File: src/common/dnc_pkg.sv
// Shared fixed-point widths, scratch memory map and access struct, imported by every RTL module
`default_nettype none

package dnc_pkg;

  ////////////////////////////////////////
  // Fixed-point format
  ////////////////////////////////////////

  // Two's complement word, 8 fraction bits
  localparam int DATA_WIDTH = 16;
  localparam int FRAC_BITS  = 8;

  // 1.0 in this format
  localparam logic [DATA_WIDTH-1:0] ONE_FIXED = 16'd256;

  // Longest vector the host may ask for
  localparam int MAX_N = 16;

  ////////////////////////////////////////
  // Scratch memory map
  ////////////////////////////////////////

  localparam int ADDR_WIDTH = 6;

  // Three regions of MAX_N words each
  localparam int MEM_DEPTH = 3 * MAX_N;

  // w(t), written by the loader
  localparam logic [ADDR_WIDTH-1:0] W_BASE = 6'd0;
  // p(t-1), written by the loader
  localparam logic [ADDR_WIDTH-1:0] P_BASE = 6'd16;
  // Scaled p(t-1), written by the multiplier
  localparam logic [ADDR_WIDTH-1:0] Q_BASE = 6'd32;

  ////////////////////////////////////////
  // Arbiter requesters
  ////////////////////////////////////////

  localparam int N_REQ = 4;

  // Priority order, lowest index wins
  localparam int REQ_LOAD = 0;
  localparam int REQ_SUM  = 1;
  localparam int REQ_MUL  = 2;
  localparam int REQ_ADD  = 3;

  // One scratch access
  typedef struct packed {
    logic                  we;
    logic [ADDR_WIDTH-1:0] addr;
    logic [DATA_WIDTH-1:0] wdata;
  } mem_req_t;

endpackage

`default_nettype wire

File: src/verilog/dnc_scratch_memory.sv
// Single-port scratch RAM shared by all vector units, written and read through the arbiter
`timescale 1ns/10ps
`default_nettype none

module dnc_scratch_memory import dnc_pkg::*; (
  input  wire logic                  CLK,
  input  mem_req_t                   req,
  input  wire logic                  en,
  output logic      [DATA_WIDTH-1:0] rdata
);

  ////////////////////////////////////////
  // Storage
  ////////////////////////////////////////

  // Holds the w, p(t-1) and scaled regions
  logic [DATA_WIDTH-1:0] mem [MEM_DEPTH];

  ////////////////////////////////////////
  // Access port
  ////////////////////////////////////////

  // Write on a granted write
  // Registered read, data one cycle after the grant
  always_ff @(posedge CLK) begin
    if (en) begin
      if (req.we) begin
        mem[req.addr] <= req.wdata;
      end else begin
        rdata <= mem[req.addr];
      end
    end
  end

endmodule

`default_nettype wire

File: src/verilog/dnc_memory_arbiter.sv
// Fixed-priority arbiter that grants one scratch memory requester per cycle and flags its read data
`timescale 1ns/10ps
`default_nettype none

module dnc_memory_arbiter import dnc_pkg::*; (
  input  wire logic             CLK,
  input  wire logic             RST,
  input  wire logic [N_REQ-1:0] req,
  input  mem_req_t              req_data [N_REQ],
  output logic      [N_REQ-1:0] gnt,
  output logic      [N_REQ-1:0] rvalid,
  output mem_req_t              mem_req,
  output logic                  mem_en
);

  localparam int SEL_WIDTH = $clog2(N_REQ);

  // Index of the winning requester
  logic [SEL_WIDTH-1:0] sel;

  ////////////////////////////////////////
  // Grant
  ////////////////////////////////////////

  // Any request reaches the memory this cycle
  assign mem_en = |req;

  // Scan from the bottom of the priority list up
  // Last hit is the lowest active index
  always_comb begin
    sel = '0;
    for (int i = N_REQ - 1; i >= 0; i--) begin
      if (req[i]) begin
        sel = SEL_WIDTH'(i);
      end
    end
    gnt = '0;
    if (mem_en) begin
      gnt[sel] = 1'b1;
    end
  end

  // Winner's access goes straight to the RAM
  assign mem_req = req_data[sel];

  ////////////////////////////////////////
  // Read return
  ////////////////////////////////////////

  // RAM read latency is one cycle
  // Remember who was granted a read and flag that requester next cycle
  always_ff @(posedge CLK or posedge RST) begin
    if (RST) begin
      rvalid <= '0;
    end else if (mem_req.we) begin
      rvalid <= '0;
    end else begin
      rvalid <= gnt;
    end
  end

endmodule

`default_nettype wire

File: src/vector/dnc_vector_summation.sv
// Vector summation unit that reads the w(t) region and returns its wrapped sum to the controller
`timescale 1ns/10ps
`default_nettype none

module dnc_vector_summation import dnc_pkg::*; (
  input  wire logic                  CLK,
  input  wire logic                  RST,
  input  wire logic                  start,
  input  wire logic [4:0]            size_n,
  output logic                       req,
  output mem_req_t                   req_data,
  input  wire logic                  gnt,
  input  wire logic                  rvalid,
  input  wire logic [DATA_WIDTH-1:0] rdata,
  output logic      [DATA_WIDTH-1:0] sum,
  output logic                       done
);

  logic                  busy;
  // Reads issued so far
  logic [4:0]            issue_cnt;
  // Words returned so far
  logic [4:0]            ret_cnt;
  logic [DATA_WIDTH-1:0] acc;

  ////////////////////////////////////////
  // Read requests
  ////////////////////////////////////////

  // Reads stream back to back while granted
  assign req = busy && (issue_cnt != size_n);

  assign req_data = '{we: 1'b0, addr: W_BASE + {1'b0, issue_cnt}, wdata: '0};

  ////////////////////////////////////////
  // Accumulate
  ////////////////////////////////////////

  always_ff @(posedge CLK or posedge RST) begin
    if (RST) begin
      busy      <= 1'b0;
      issue_cnt <= '0;
      ret_cnt   <= '0;
      acc       <= '0;
      done      <= 1'b0;
    end else begin
      done <= 1'b0;
      if (start) begin
        busy      <= 1'b1;
        issue_cnt <= '0;
        ret_cnt   <= '0;
        acc       <= '0;
      end else if (busy) begin
        // Next address once the current one is taken
        if (req && gnt) begin
          issue_cnt <= issue_cnt + 5'd1;
        end
        // Wrapping 16-bit sum
        if (rvalid) begin
          acc     <= acc + rdata;
          ret_cnt <= ret_cnt + 5'd1;
          // Nth word back
          if (ret_cnt == size_n - 5'd1) begin
            busy <= 1'b0;
            done <= 1'b1;
          end
        end
      end
    end
  end

  // Valid with done
  assign sum = acc;

endmodule

`default_nettype wire

File: src/vector/dnc_vector_multiplier.sv
// Vector multiplier that scales p(t-1) by a fixed-point scalar into the scaled region
`timescale 1ns/10ps
`default_nettype none

module dnc_vector_multiplier import dnc_pkg::*; (
  input  wire logic                  CLK,
  input  wire logic                  RST,
  input  wire logic                  start,
  input  wire logic [4:0]            size_n,
  input  wire logic [DATA_WIDTH-1:0] scalar,
  output logic                       req,
  output mem_req_t                   req_data,
  input  wire logic                  gnt,
  input  wire logic                  rvalid,
  input  wire logic [DATA_WIDTH-1:0] rdata,
  output logic      [4:0]            mul_count,
  output logic                       done
);

  // Read p, wait for data, write the product
  typedef enum logic [1:0] {
    S_IDLE,
    S_RD,
    S_WAIT,
    S_WR
  } state_t;

  state_t                       state;
  logic signed [2*DATA_WIDTH-1:0] prod;
  logic signed [2*DATA_WIDTH-1:0] scaled;
  logic        [DATA_WIDTH-1:0] prod_q;
  logic        [ADDR_WIDTH-1:0] addr_base;

  ////////////////////////////////////////
  // Datapath
  ////////////////////////////////////////

  // Full signed product, both operands sign-extended first
  assign prod = (2*DATA_WIDTH)'($signed(rdata)) * (2*DATA_WIDTH)'($signed(scalar));

  // Arithmetic shift, truncates toward minus infinity
  assign scaled = prod >>> FRAC_BITS;

  always_ff @(posedge CLK) begin
    if (state == S_WAIT && rvalid) begin
      prod_q <= scaled[DATA_WIDTH-1:0];
    end
  end

  // mul_count doubles as the element index
  assign addr_base = (state == S_WR) ? Q_BASE : P_BASE;
  assign req       = (state == S_RD) || (state == S_WR);
  assign req_data  = '{we: (state == S_WR), addr: addr_base + {1'b0, mul_count}, wdata: prod_q};

  ////////////////////////////////////////
  // Element sequencer
  ////////////////////////////////////////

  always_ff @(posedge CLK or posedge RST) begin
    if (RST) begin
      state     <= S_IDLE;
      mul_count <= '0;
      done      <= 1'b0;
    end else begin
      done <= 1'b0;
      case (state)
        S_IDLE: begin
          if (start) begin
            mul_count <= '0;
            state     <= S_RD;
          end
        end
        S_RD: begin
          if (gnt) begin
            state <= S_WAIT;
          end
        end
        S_WAIT: begin
          if (rvalid) begin
            state <= S_WR;
          end
        end
        S_WR: begin
          // Write lands on this edge, so the adder may read it next cycle
          if (gnt) begin
            mul_count <= mul_count + 5'd1;
            if (mul_count == size_n - 5'd1) begin
              done  <= 1'b1;
              state <= S_IDLE;
            end else begin
              state <= S_RD;
            end
          end
        end
        default: state <= S_IDLE;
      endcase
    end
  end

endmodule

`default_nettype wire

File: src/vector/dnc_vector_adder.sv
// Vector adder that trails the multiplier, adds scaled p and w per element and streams p(t) out
`timescale 1ns/10ps
`default_nettype none

module dnc_vector_adder import dnc_pkg::*; (
  input  wire logic                  CLK,
  input  wire logic                  RST,
  input  wire logic                  start,
  input  wire logic [4:0]            size_n,
  input  wire logic [4:0]            mul_count,
  output logic                       req,
  output mem_req_t                   req_data,
  input  wire logic                  gnt,
  input  wire logic                  rvalid,
  input  wire logic [DATA_WIDTH-1:0] rdata,
  output logic      [DATA_WIDTH-1:0] p_out,
  output logic                       p_out_enable,
  output logic                       done
);

  // Scaled element first, then w
  typedef enum logic [2:0] {
    S_IDLE,
    S_RD_Q,
    S_WAIT_Q,
    S_RD_W,
    S_WAIT_W
  } state_t;

  state_t                state;
  logic [4:0]            idx;
  logic [DATA_WIDTH-1:0] q_val;
  logic [ADDR_WIDTH-1:0] addr_base;
  logic                  q_ready;

  ////////////////////////////////////////
  // Requests
  ////////////////////////////////////////

  // Element written by the multiplier already
  assign q_ready = (mul_count > idx);

  assign req       = ((state == S_RD_Q) && q_ready) || (state == S_RD_W);
  assign addr_base = (state == S_RD_W) ? W_BASE : Q_BASE;
  assign req_data  = '{we: 1'b0, addr: addr_base + {1'b0, idx}, wdata: '0};

  // Hold the scaled term until w comes back
  always_ff @(posedge CLK) begin
    if (state == S_WAIT_Q && rvalid) begin
      q_val <= rdata;
    end
  end

  ////////////////////////////////////////
  // Element sequencer
  ////////////////////////////////////////

  always_ff @(posedge CLK or posedge RST) begin
    if (RST) begin
      state        <= S_IDLE;
      idx          <= '0;
      p_out        <= '0;
      p_out_enable <= 1'b0;
      done         <= 1'b0;
    end else begin
      p_out_enable <= 1'b0;
      done         <= 1'b0;
      case (state)
        S_IDLE: begin
          // mul_count is not looked at until the next cycle
          if (start) begin
            idx   <= '0;
            state <= S_RD_Q;
          end
        end
        S_RD_Q: begin
          // Stalls here while waiting for mul_count or the grant
          if (gnt) begin
            state <= S_WAIT_Q;
          end
        end
        S_WAIT_Q: begin
          if (rvalid) begin
            state <= S_RD_W;
          end
        end
        S_RD_W: begin
          if (gnt) begin
            state <= S_WAIT_W;
          end
        end
        S_WAIT_W: begin
          if (rvalid) begin
            // Wrapping sum out with its strobe
            p_out        <= q_val + rdata;
            p_out_enable <= 1'b1;
            if (idx == size_n - 5'd1) begin
              done  <= 1'b1;
              state <= S_IDLE;
            end else begin
              idx   <= idx + 5'd1;
              state <= S_RD_Q;
            end
          end
        end
        default: state <= S_IDLE;
      endcase
    end
  end

endmodule

`default_nettype wire

File: src/precedence/dnc_precedence_weighting.sv
// Top level of the precedence weighting block, loads w(t) and p(t-1) and sequences sum, scale and add
`timescale 1ns/10ps
`default_nettype none

module dnc_precedence_weighting import dnc_pkg::*; (
  input  wire logic                  CLK,
  input  wire logic                  RST,
  input  wire logic                  START,
  output logic                       READY,
  input  wire logic                  W_IN_ENABLE,
  input  wire logic                  P_IN_ENABLE,
  output logic                       P_OUT_ENABLE,
  input  wire logic [4:0]            SIZE_N_IN,
  input  wire logic [DATA_WIDTH-1:0] W_IN,
  input  wire logic [DATA_WIDTH-1:0] P_IN,
  output logic      [DATA_WIDTH-1:0] P_OUT
);

  // Steps of one run
  typedef enum logic [2:0] {
    S_IDLE,
    S_LOAD_W,
    S_LOAD_P,
    S_SUM,
    S_SCALE
  } state_t;

  state_t                state;
  logic [4:0]            size_n;
  logic [4:0]            load_cnt;
  logic                  load_w;
  logic                  load_p;
  logic                  load_last;
  logic [DATA_WIDTH-1:0] sum;
  logic [DATA_WIDTH-1:0] k_scalar;
  logic                  sum_start;
  logic                  sum_done;
  logic                  scale_start;
  logic                  mul_done;
  logic                  mul_fin;
  logic                  add_done;
  logic [4:0]            mul_count;

  // Memory side
  logic [N_REQ-1:0]      req;
  logic [N_REQ-1:0]      gnt;
  logic [N_REQ-1:0]      rvalid;
  mem_req_t              req_data [N_REQ];
  mem_req_t              mem_req;
  logic                  mem_en;
  logic [DATA_WIDTH-1:0] rdata;

  ////////////////////////////////////////
  // Input loader
  ////////////////////////////////////////

  // Strobes outside the load steps are dropped
  assign load_w    = (state == S_LOAD_W) && W_IN_ENABLE;
  assign load_p    = (state == S_LOAD_P) && P_IN_ENABLE;
  assign load_last = (load_cnt == size_n - 5'd1);

  // Top priority, granted in the strobe cycle
  assign req[REQ_LOAD]      = load_w || load_p;
  assign req_data[REQ_LOAD] = '{we: 1'b1,
                                addr: (load_p ? P_BASE : W_BASE) + {1'b0, load_cnt},
                                wdata: load_p ? P_IN : W_IN};

  ////////////////////////////////////////
  // Step controller
  ////////////////////////////////////////

  always_ff @(posedge CLK or posedge RST) begin
    if (RST) begin
      state       <= S_IDLE;
      size_n      <= '0;
      load_cnt    <= '0;
      k_scalar    <= '0;
      sum_start   <= 1'b0;
      scale_start <= 1'b0;
      mul_fin     <= 1'b0;
      READY       <= 1'b0;
    end else begin
      sum_start   <= 1'b0;
      scale_start <= 1'b0;
      READY       <= 1'b0;
      case (state)
        S_IDLE: begin
          // Length is fixed for the whole run
          if (START) begin
            size_n   <= SIZE_N_IN;
            load_cnt <= '0;
            state    <= S_LOAD_W;
          end
        end
        S_LOAD_W, S_LOAD_P: begin
          if (req[REQ_LOAD] && gnt[REQ_LOAD]) begin
            if (load_last) begin
              load_cnt <= '0;
              if (state == S_LOAD_P) begin
                sum_start <= 1'b1;
                state     <= S_SUM;
              end else begin
                state <= S_LOAD_P;
              end
            end else begin
              load_cnt <= load_cnt + 5'd1;
            end
          end
        end
        S_SUM: begin
          // k = 1 - sum(w), wraps like every other sum
          if (sum_done) begin
            k_scalar    <= ONE_FIXED - sum;
            scale_start <= 1'b1;
            mul_fin     <= 1'b0;
            state       <= S_SCALE;
          end
        end
        S_SCALE: begin
          // Multiplier and adder run together, adder finishes last
          if (mul_done) begin
            mul_fin <= 1'b1;
          end
          if (add_done && (mul_fin || mul_done)) begin
            READY <= 1'b1;
            state <= S_IDLE;
          end
        end
        default: state <= S_IDLE;
      endcase
    end
  end

  ////////////////////////////////////////
  // Shared scratch memory
  ////////////////////////////////////////

  dnc_memory_arbiter u_arbiter (
    .CLK      (CLK),
    .RST      (RST),
    .req      (req),
    .req_data (req_data),
    .gnt      (gnt),
    .rvalid   (rvalid),
    .mem_req  (mem_req),
    .mem_en   (mem_en)
  );

  dnc_scratch_memory u_memory (
    .CLK   (CLK),
    .req   (mem_req),
    .en    (mem_en),
    .rdata (rdata)
  );

  ////////////////////////////////////////
  // Vector units
  ////////////////////////////////////////

  dnc_vector_summation u_summation (
    .CLK      (CLK),
    .RST      (RST),
    .start    (sum_start),
    .size_n   (size_n),
    .req      (req[REQ_SUM]),
    .req_data (req_data[REQ_SUM]),
    .gnt      (gnt[REQ_SUM]),
    .rvalid   (rvalid[REQ_SUM]),
    .rdata    (rdata),
    .sum      (sum),
    .done     (sum_done)
  );

  dnc_vector_multiplier u_multiplier (
    .CLK       (CLK),
    .RST       (RST),
    .start     (scale_start),
    .size_n    (size_n),
    .scalar    (k_scalar),
    .req       (req[REQ_MUL]),
    .req_data  (req_data[REQ_MUL]),
    .gnt       (gnt[REQ_MUL]),
    .rvalid    (rvalid[REQ_MUL]),
    .rdata     (rdata),
    .mul_count (mul_count),
    .done      (mul_done)
  );

  // Output stream goes straight to the ports
  dnc_vector_adder u_adder (
    .CLK          (CLK),
    .RST          (RST),
    .start        (scale_start),
    .size_n       (size_n),
    .mul_count    (mul_count),
    .req          (req[REQ_ADD]),
    .req_data     (req_data[REQ_ADD]),
    .gnt          (gnt[REQ_ADD]),
    .rvalid       (rvalid[REQ_ADD]),
    .rdata        (rdata),
    .p_out        (P_OUT),
    .p_out_enable (P_OUT_ENABLE),
    .done         (add_done)
  );

endmodule

`default_nettype wire

File: config.mk
export PLATFORM = sky130hd
export DESIGN_NAME = dnc_precedence_weighting
export DESIGN_NICKNAME = d
export VERILOG_FILES = /design/src/common/dnc_pkg.sv /design/src/verilog/dnc_scratch_memory.sv /design/src/verilog/dnc_memory_arbiter.sv /design/src/vector/dnc_vector_summation.sv /design/src/vector/dnc_vector_multiplier.sv /design/src/vector/dnc_vector_adder.sv /design/src/precedence/dnc_precedence_weighting.sv
export SDC_FILE = /design/constraint.sdc
export NUM_CORES = 2
export LEC_CHECK = 0
export BUFFER_PORTS_ARGS = -buffer_cell sky130_fd_sc_hd__buf_4
export CAP_MARGIN = 40
export CORE_MARGIN = 2
export CORE_UTILIZATION = 54
export DETAILED_ROUTE_END_ITERATION = 10
export HOLD_SLACK_MARGIN = 0.08
export PLACE_DENSITY = 0.73
export RECOVER_POWER = 50
export SYNTH_ARGS = -nofsm -noshare
export SYNTH_HDL_FRONTEND = slang
export SYNTH_SLANG_ARGS = --single-unit
File: constraint.sdc
create_clock -name CLK -period 6.1 [get_ports CLK]
set_clock_uncertainty 0.05 [all_clocks]
set_input_delay 0.61 -clock CLK [delete_from_list [all_inputs] [get_ports CLK]]
set_output_delay 0.61 -clock CLK [all_outputs]
set_load 0.02 [all_outputs]
-- Yosys cells after proc, flatten, opt, wreduce, memory -nomap -nowiden
Memories as Yosys holds them, arrays and structs flattened. A register that Yosys moved wholly into a read port is not among the register bits.
Cells that the tools add are included.
- memories: 1
- logic and storage cells: 199
- input port bits: 42
- memory bits (writable): 768
- bits in registers: 131
- output and inout port bits: 18
- bitwise gates (word level): 2
- reduce and logical (&&, ||, !) cells: 39
- $lt $le $gt $ge: 4
- eq/ne operators: 32
- $add $sub $neg: 12
- multiplexer cells: 84
- $mul: 1
- memory list (memory ; words ; bits a word ; rd ports ; clocked after Yosys merged registers in ; write ports ; line ; text):
    u_memory.mem ; 48 ; 16 ; 1 ; 1 ; 1 ; dnc_scratch_memory.sv:17 ; logic [DATA_WIDTH-1:0] mem [MEM_DEPTH];
- operators with widths (cell ; count):
    two-way mux 5 bit ; 14
    two-way mux 16 bit ; 4
    binary-select mux 23 bit (select 2 bit) ; 1
    two-way mux 23 bit ; 2
    two-way mux 1 bit ; 33
    adder 16 bit ; 2
    two-way mux 3 bit ; 10
    one-hot mux 5 bit (2 select lines) ; 3
    != test 2 bit (second input constant) ; 14
    adder 5 x 1 -> 5 bit (second input constant) ; 5
    multiplier 16 x 16 -> 24 bit ; 1
    == test 5 bit ; 4
    two-way mux 2 bit ; 8
    subtractor 9 x 16 -> 16 bit (first input constant) ; 1
    one-hot mux 3 bit (5 select lines) ; 1
    nonzero test 2 bit ; 7
    adder 6 x 5 -> 6 bit ; 2
    == test 3 x 2 -> 1 bit (second input constant) ; 4
    two-way mux 6 bit ; 2
    one-hot mux 3 bit (4 select lines) ; 1
    AND reduction 2 bit ; 6
    logical AND 1 bit ; 10
    AND reduction 5 bit ; 2
    AND reduction 3 bit ; 3
    24 further kinds ; 34

-- Logic depth before layout (Yosys ltp)
- depth in word-level cells: 16
- mapped depth: 24
- depth with buffers taken out: 23

-- Modules after synthesis
Synthesis repeated with hierarchy kept, for this count alone.
- cells, all modules: 3371
- area total of the unflattened synthesis: 46562.2 µm²
- modules (own cells, without submodules) (module ; cells each ; area each (µm²) ; instances ; seq. area each (µm²)):
    dnc_scratch_memory ; 1635 ; 30219.0 ; 1 ; 23542.6
    dnc_vector_multiplier ; 947 ; 8592.0 ; 1 ; 680.7
    dnc_vector_adder ; 290 ; 2803.9 ; 1 ; 1131.1
    dnc_vector_summation ; 235 ; 2148.3 ; 1 ; 700.7
    dnc_precedence_weighting ; 212 ; 2039.5 ; 1 ; 825.8
    dnc_memory_arbiter ; 52 ; 759.5 ; 1 ; 100.1

-- Worst setup path before layout
OpenSTA, ideal clock, no wires.
- path type: flip-flop to flip-flop
- start: register u_memory.rdata[10] (read register of u_memory.mem)
- end: register u_multiplier.prod_q[14] (data pin)
- stages on the path, launching flop included: 22
- clock period less this slack: 6.113 ns
- path slack: -0.013 ns
- arrival: 5.801 ns
- setup time: 0.262 ns
- required time: 5.788 ns
- path buffers: 1
- cells stage by stage: edfxtp_1 > clkbuf_1 > nand2_1 > fa_1 > fa_1 > fa_1 > fa_1 > inv_1 > fa_1 > inv_1 > fa_1 > inv_1 > ha_1 > or2_2 > a21oi_1 > a21oi_1 > a21oi_1 > o21ai_0 > a21o_1 > a41oi_1 > a21oi_1 > xor2_1
- word-level cells in the longest chain between the ends: 1
- ends and longest elaborated chain (what ; line ; text):
    start, declared ; dnc_scratch_memory.sv:9 ; output logic [DATA_WIDTH-1:0] rdata
    multiplier 16 x 16 -> 24 bit ; dnc_vector_multiplier.sv:39 ; assign prod = (2*DATA_WIDTH)'($signed(rdata)) * (2*DATA_WIDTH)'($signed(scalar));
    named net u_multiplier.prod[22] ; dnc_vector_multiplier.sv:29 ; logic signed [2*DATA_WIDTH-1:0] prod;
    end signal, assigned ; dnc_vector_multiplier.sv:46 ; prod_q <= scaled[DATA_WIDTH-1:0];
    end, declared ; dnc_vector_multiplier.sv:31 ; logic [DATA_WIDTH-1:0] prod_q;
The timed path passes the listed nets, and every way through them passes these cells.
A chain may end at the register's enable or synchronous reset.

-- Worst setup path in the final report
- start: register state[0]
- end: register u_memory.rdata[13] (read register of u_memory.mem) (data pin)
- word-level cells in the longest chain between the ends: 10
- elaborated cells on any way between the ends: 15
- classes of those cells: add/sub: 1; eq/ne: 2; mux: 5; bitwise: 2; reduce/logical: 5
- ends and longest elaborated chain (what ; line ; text):
    start, declared ; dnc_precedence_weighting.sv:28 ; state_t state;
    start signal, assigned ; dnc_precedence_weighting.sv:74 ; state <= S_IDLE;
    start signal, assigned ; dnc_precedence_weighting.sv:92 ; state <= S_LOAD_W;
    start signal, assigned ; dnc_precedence_weighting.sv:101 ; state <= S_SUM;
    branches (longest 10 deep; another with adder 5 x 5 -> 6 bit) ; -- ;
Parallel ways; which one is timed is not known. The select of a mux whose other input is x is not followed.

==> results.md <==
- Status: finished with violations
- Failing checks: capacitance limit, slew limit
- Most crowded layer after global routing: met2
- Global-route track usage on met2: 0.474
- Largest net degree at the start of global routing: 54
- Final worst path period share: 0.979
- Asr flop ratio synth: 0.107
- Worst skew pair latency: around 0.7 ns
- Layout cells sized above 1: 0.130
- Area after DPL: approximately 0.048 mm^2
- FMAX: 167 MHz
- WL final: 125 mm
- Synthesized instance count: 3,392
- Via count: approximately 30,000
- Detailed router's first-iteration violation count: 3,809
- Setup crit start kind: register
- Peak VDD IR: 539 uV
- Worst setup path category: register to register
- R2r setup slk: 0.13 ns
- Seq/Total Area, Yosys: 0.600
- Initial core utilization: 0.547
- Count of state elements after synthesis: 914
- Die H: 293 um
- I/O Pins: 60
- Number of remaining DRC errors: 0
- Final setup viols: 0
- Vias in the first global route: 29,800
- Setup ws final: 0.130 ns
- Root buffer cell: clkbuf_16
- Nets@finish: roughly 3,900
- Top FF cell, synth: edfxtp_1
- Unique cell type count in the Yosys netlist: around 90
- Inst Count DP: 4,549
- Input/output buffers: 59
- Setup TNS: 0 ns
- Avg WL per Cell: 26.4 um
- Final min period: 5.97 ns
- Slew @ Worst Pin: 3.06 ns
- CTS tree: yes
- H-tree levels: 3
- First-pass GRT wire length: 187 mm
- Initial DRT Pass Iterations: 6
- Final hold violations: 0
- M1 GR Usage: 0.380
- Cell area after synthesis: 0.0450 mm^2
- Hpwl dp: between 70 and 80 mm
- Crit path max fanout: 18
- CTS sink cnt: 914
- Post-Synthesis Net Count: approximately 3,700
- Die area: 0.0856 mm^2
- Max Slew Vio Count: 248
- Fillers: 6,165
- Area grow syn2layout: 12.9%
- CTS Buf Count: 94
- Final GP Congestion: 0.928
- Final Total Pwr: 27.6 mW
- Post-synth EDFFs: 816
- Total global-route track usage: 0.293
- Antenna-violating nets left: 0
- CP Data Arrival Time: 6.22 ns
- Fin cells: 4,732
- Met3 Resource Use GR: 0.0639
- Initial antenna violation count: 4
- Worst rel slew slack: -1.04
- MaxCap Viol Count: 5
- Core ar.: 0.0822 mm^2
- Req. time, crit path: 6.35 ns
- Synth warnings: 0
- Number of core rows: 105
- Pre-CTS setup slack: -0.0853 ns
- Gr ovfl total: 0
- Post-Layout Inst Area: ~0.051 mm^2
- Clock tree buffer depth: 3
- WHS: 0.129 ns
- Post-layout util: 0.617
- Avg Cell Area, Syn: 13.3 um^2
- Hold crit path type: primary input to register
- Crit end category: register
- Clock Pin Slew Worst Setup and Hold Paths: 0.06 ns
- Cell Pwr Density: roughly 540 mW/mm^2
- Die X: between 200 and 300 um
- P_leak: around 19 nW
- Vias/cell: approximately 6.3
## metal layers
metal	part of all wire	wire length, um
met5	0.00035	44
met4	0.055	6880
met3	0.11	13600
met2	0.47	58600
met1	0.37	45600
## kinds of logic after synthesis
group,count (synthesis),share of synthesized area
AO/OA/AOI/OAI,672,0.106
XOR/XNOR,111,0.0216
adder cells (fa/ha/maj),307,0.117
buffers and inverters,456,0.0436
flip-flops,914,0.600
multiplexers,92,0.0234
AND/OR/NAND/NOR,840,0.0892
## flip-flops by register name, indices dropped and copies added (netlist names), 2 cells and up
name                    cells
u_memory.mem              768
k_scalar                   16
u_adder.p_out              16
u_adder.q_val              16
u_memory.rdata             16
u_multiplier.prod_q        16
u_summation.sum            16
load_cnt                    5
size_n                      5
u_adder.idx                 5
u_multiplier.mul_count      5
u_summation.issue_cnt       5
u_summation.ret_cnt         5
state                       3
u_adder.state               3
u_arbiter.rvalid            3
u_multiplier.state          2
## power by group
part,internal (mW),switching (mW),total (mW),leakage [nW]
Clock,3.14,2.50,5.64,1.46
Combinational,3.52,9.32,12.8,8.75
Sequential,8.83,0.332,9.17,8.65
## cells in the mapped netlist, drive strengths merged (28+ instances only)
cell / count / share of area
a31oi: 28 / 0.0040
buf: 95 / 0.013
nand2: 362 / 0.030
nand3: 57 / 0.0071
nor3: 40 / 0.0046
o21ai: 124 / 0.014
inv: 282 / 0.024
xnor2: 68 / 0.013
fa: 188 / 0.084
a21oi: 112 / 0.013
xor2: 43 / 0.0084
nor2: 150 / 0.014
dfrtp: 98 / 0.055
mux2i: 49 / 0.011
and2: 119 / 0.017
ha: 119 / 0.033
mux2: 36 / 0.0090
edfxtp: 816 / 0.55
clkbuf: 78 / 0.0065
a22oi: 127 / 0.021
a221oi: 51 / 0.0099
## critical path, stage by stage (launching register included)
cell and delay (ns):
dfrtp_1 0.47, nor2_1 0.25, nand3_4 0.30, inv_1 0.23, buf_4 0.31, nor3_1 0.11, a21oi_1 0.20, buf_4 0.23
o21ai_1 0.11, and3_1 0.35, o211ai_4 0.71, nor2_4 0.33, buf_4 0.28, a22oi_1 0.19, a41oi_1 0.31, nor4_2 0.80
o31ai_1 0.36
## cell usage in the layout (no fill, tap or decap), drive strengths merged, types with 26 or more instances in the layout
cell and n:
a311oi 26, edfxtp 816, and2 119, mux2 36, o21ai 124, nand3 57, nor2 150, nor3 40
fa 188, a22oi 127, clkbuf 164, a21oi 112, a221oi 51, inv 285, ha 119, buf 219
clkinv 44, nand2 362, and3 26, xnor2 68, xor2 43, mux2i 49, a31oi 28, dfrtp 98
## area by class of cell
type,instances,area [um^2],area share
Clock buffer,119,2490,0.0490
Multi-Input combinational cell,2022,16400,0.324
Clock inverter,57,551,0.0108
Inverter,283,1060,0.0209
Antenna cell,1,2.50,0.0000493
Timing Repair Buffer,266,1940,0.0382
Tap cell,1070,1340,0.0264
Sequential cell,914,27000,0.531
## worst paths after layout
path | startpoint | endpoint | cells past startpoint
worst max-delay path | state[0] | u_memory.rdata[13] | 16
worst min-delay path | SIZE_N_IN[0] | size_n[0] | 3
worst max register to register | state[0] | u_memory.rdata[13] | 16
worst min register to register | u_adder.p_out[10] | u_adder.p_out[10] | 2
max in group asynchronous | RST | u_summation.sum[10] | 4
min in group asynchronous | RST | size_n[0] | 3
## repair_timing
item | CTS | global route
hold buffers | 1 | 0
pin swaps | 0 | 3
resized for setup | 1 | 6
setup buffers | 0 | 4
endpoints found under the setup margin | 3 | 5
hold endpoints to repair | 45 | 0
No activity file was read; power rests on OpenSTA's default activity.
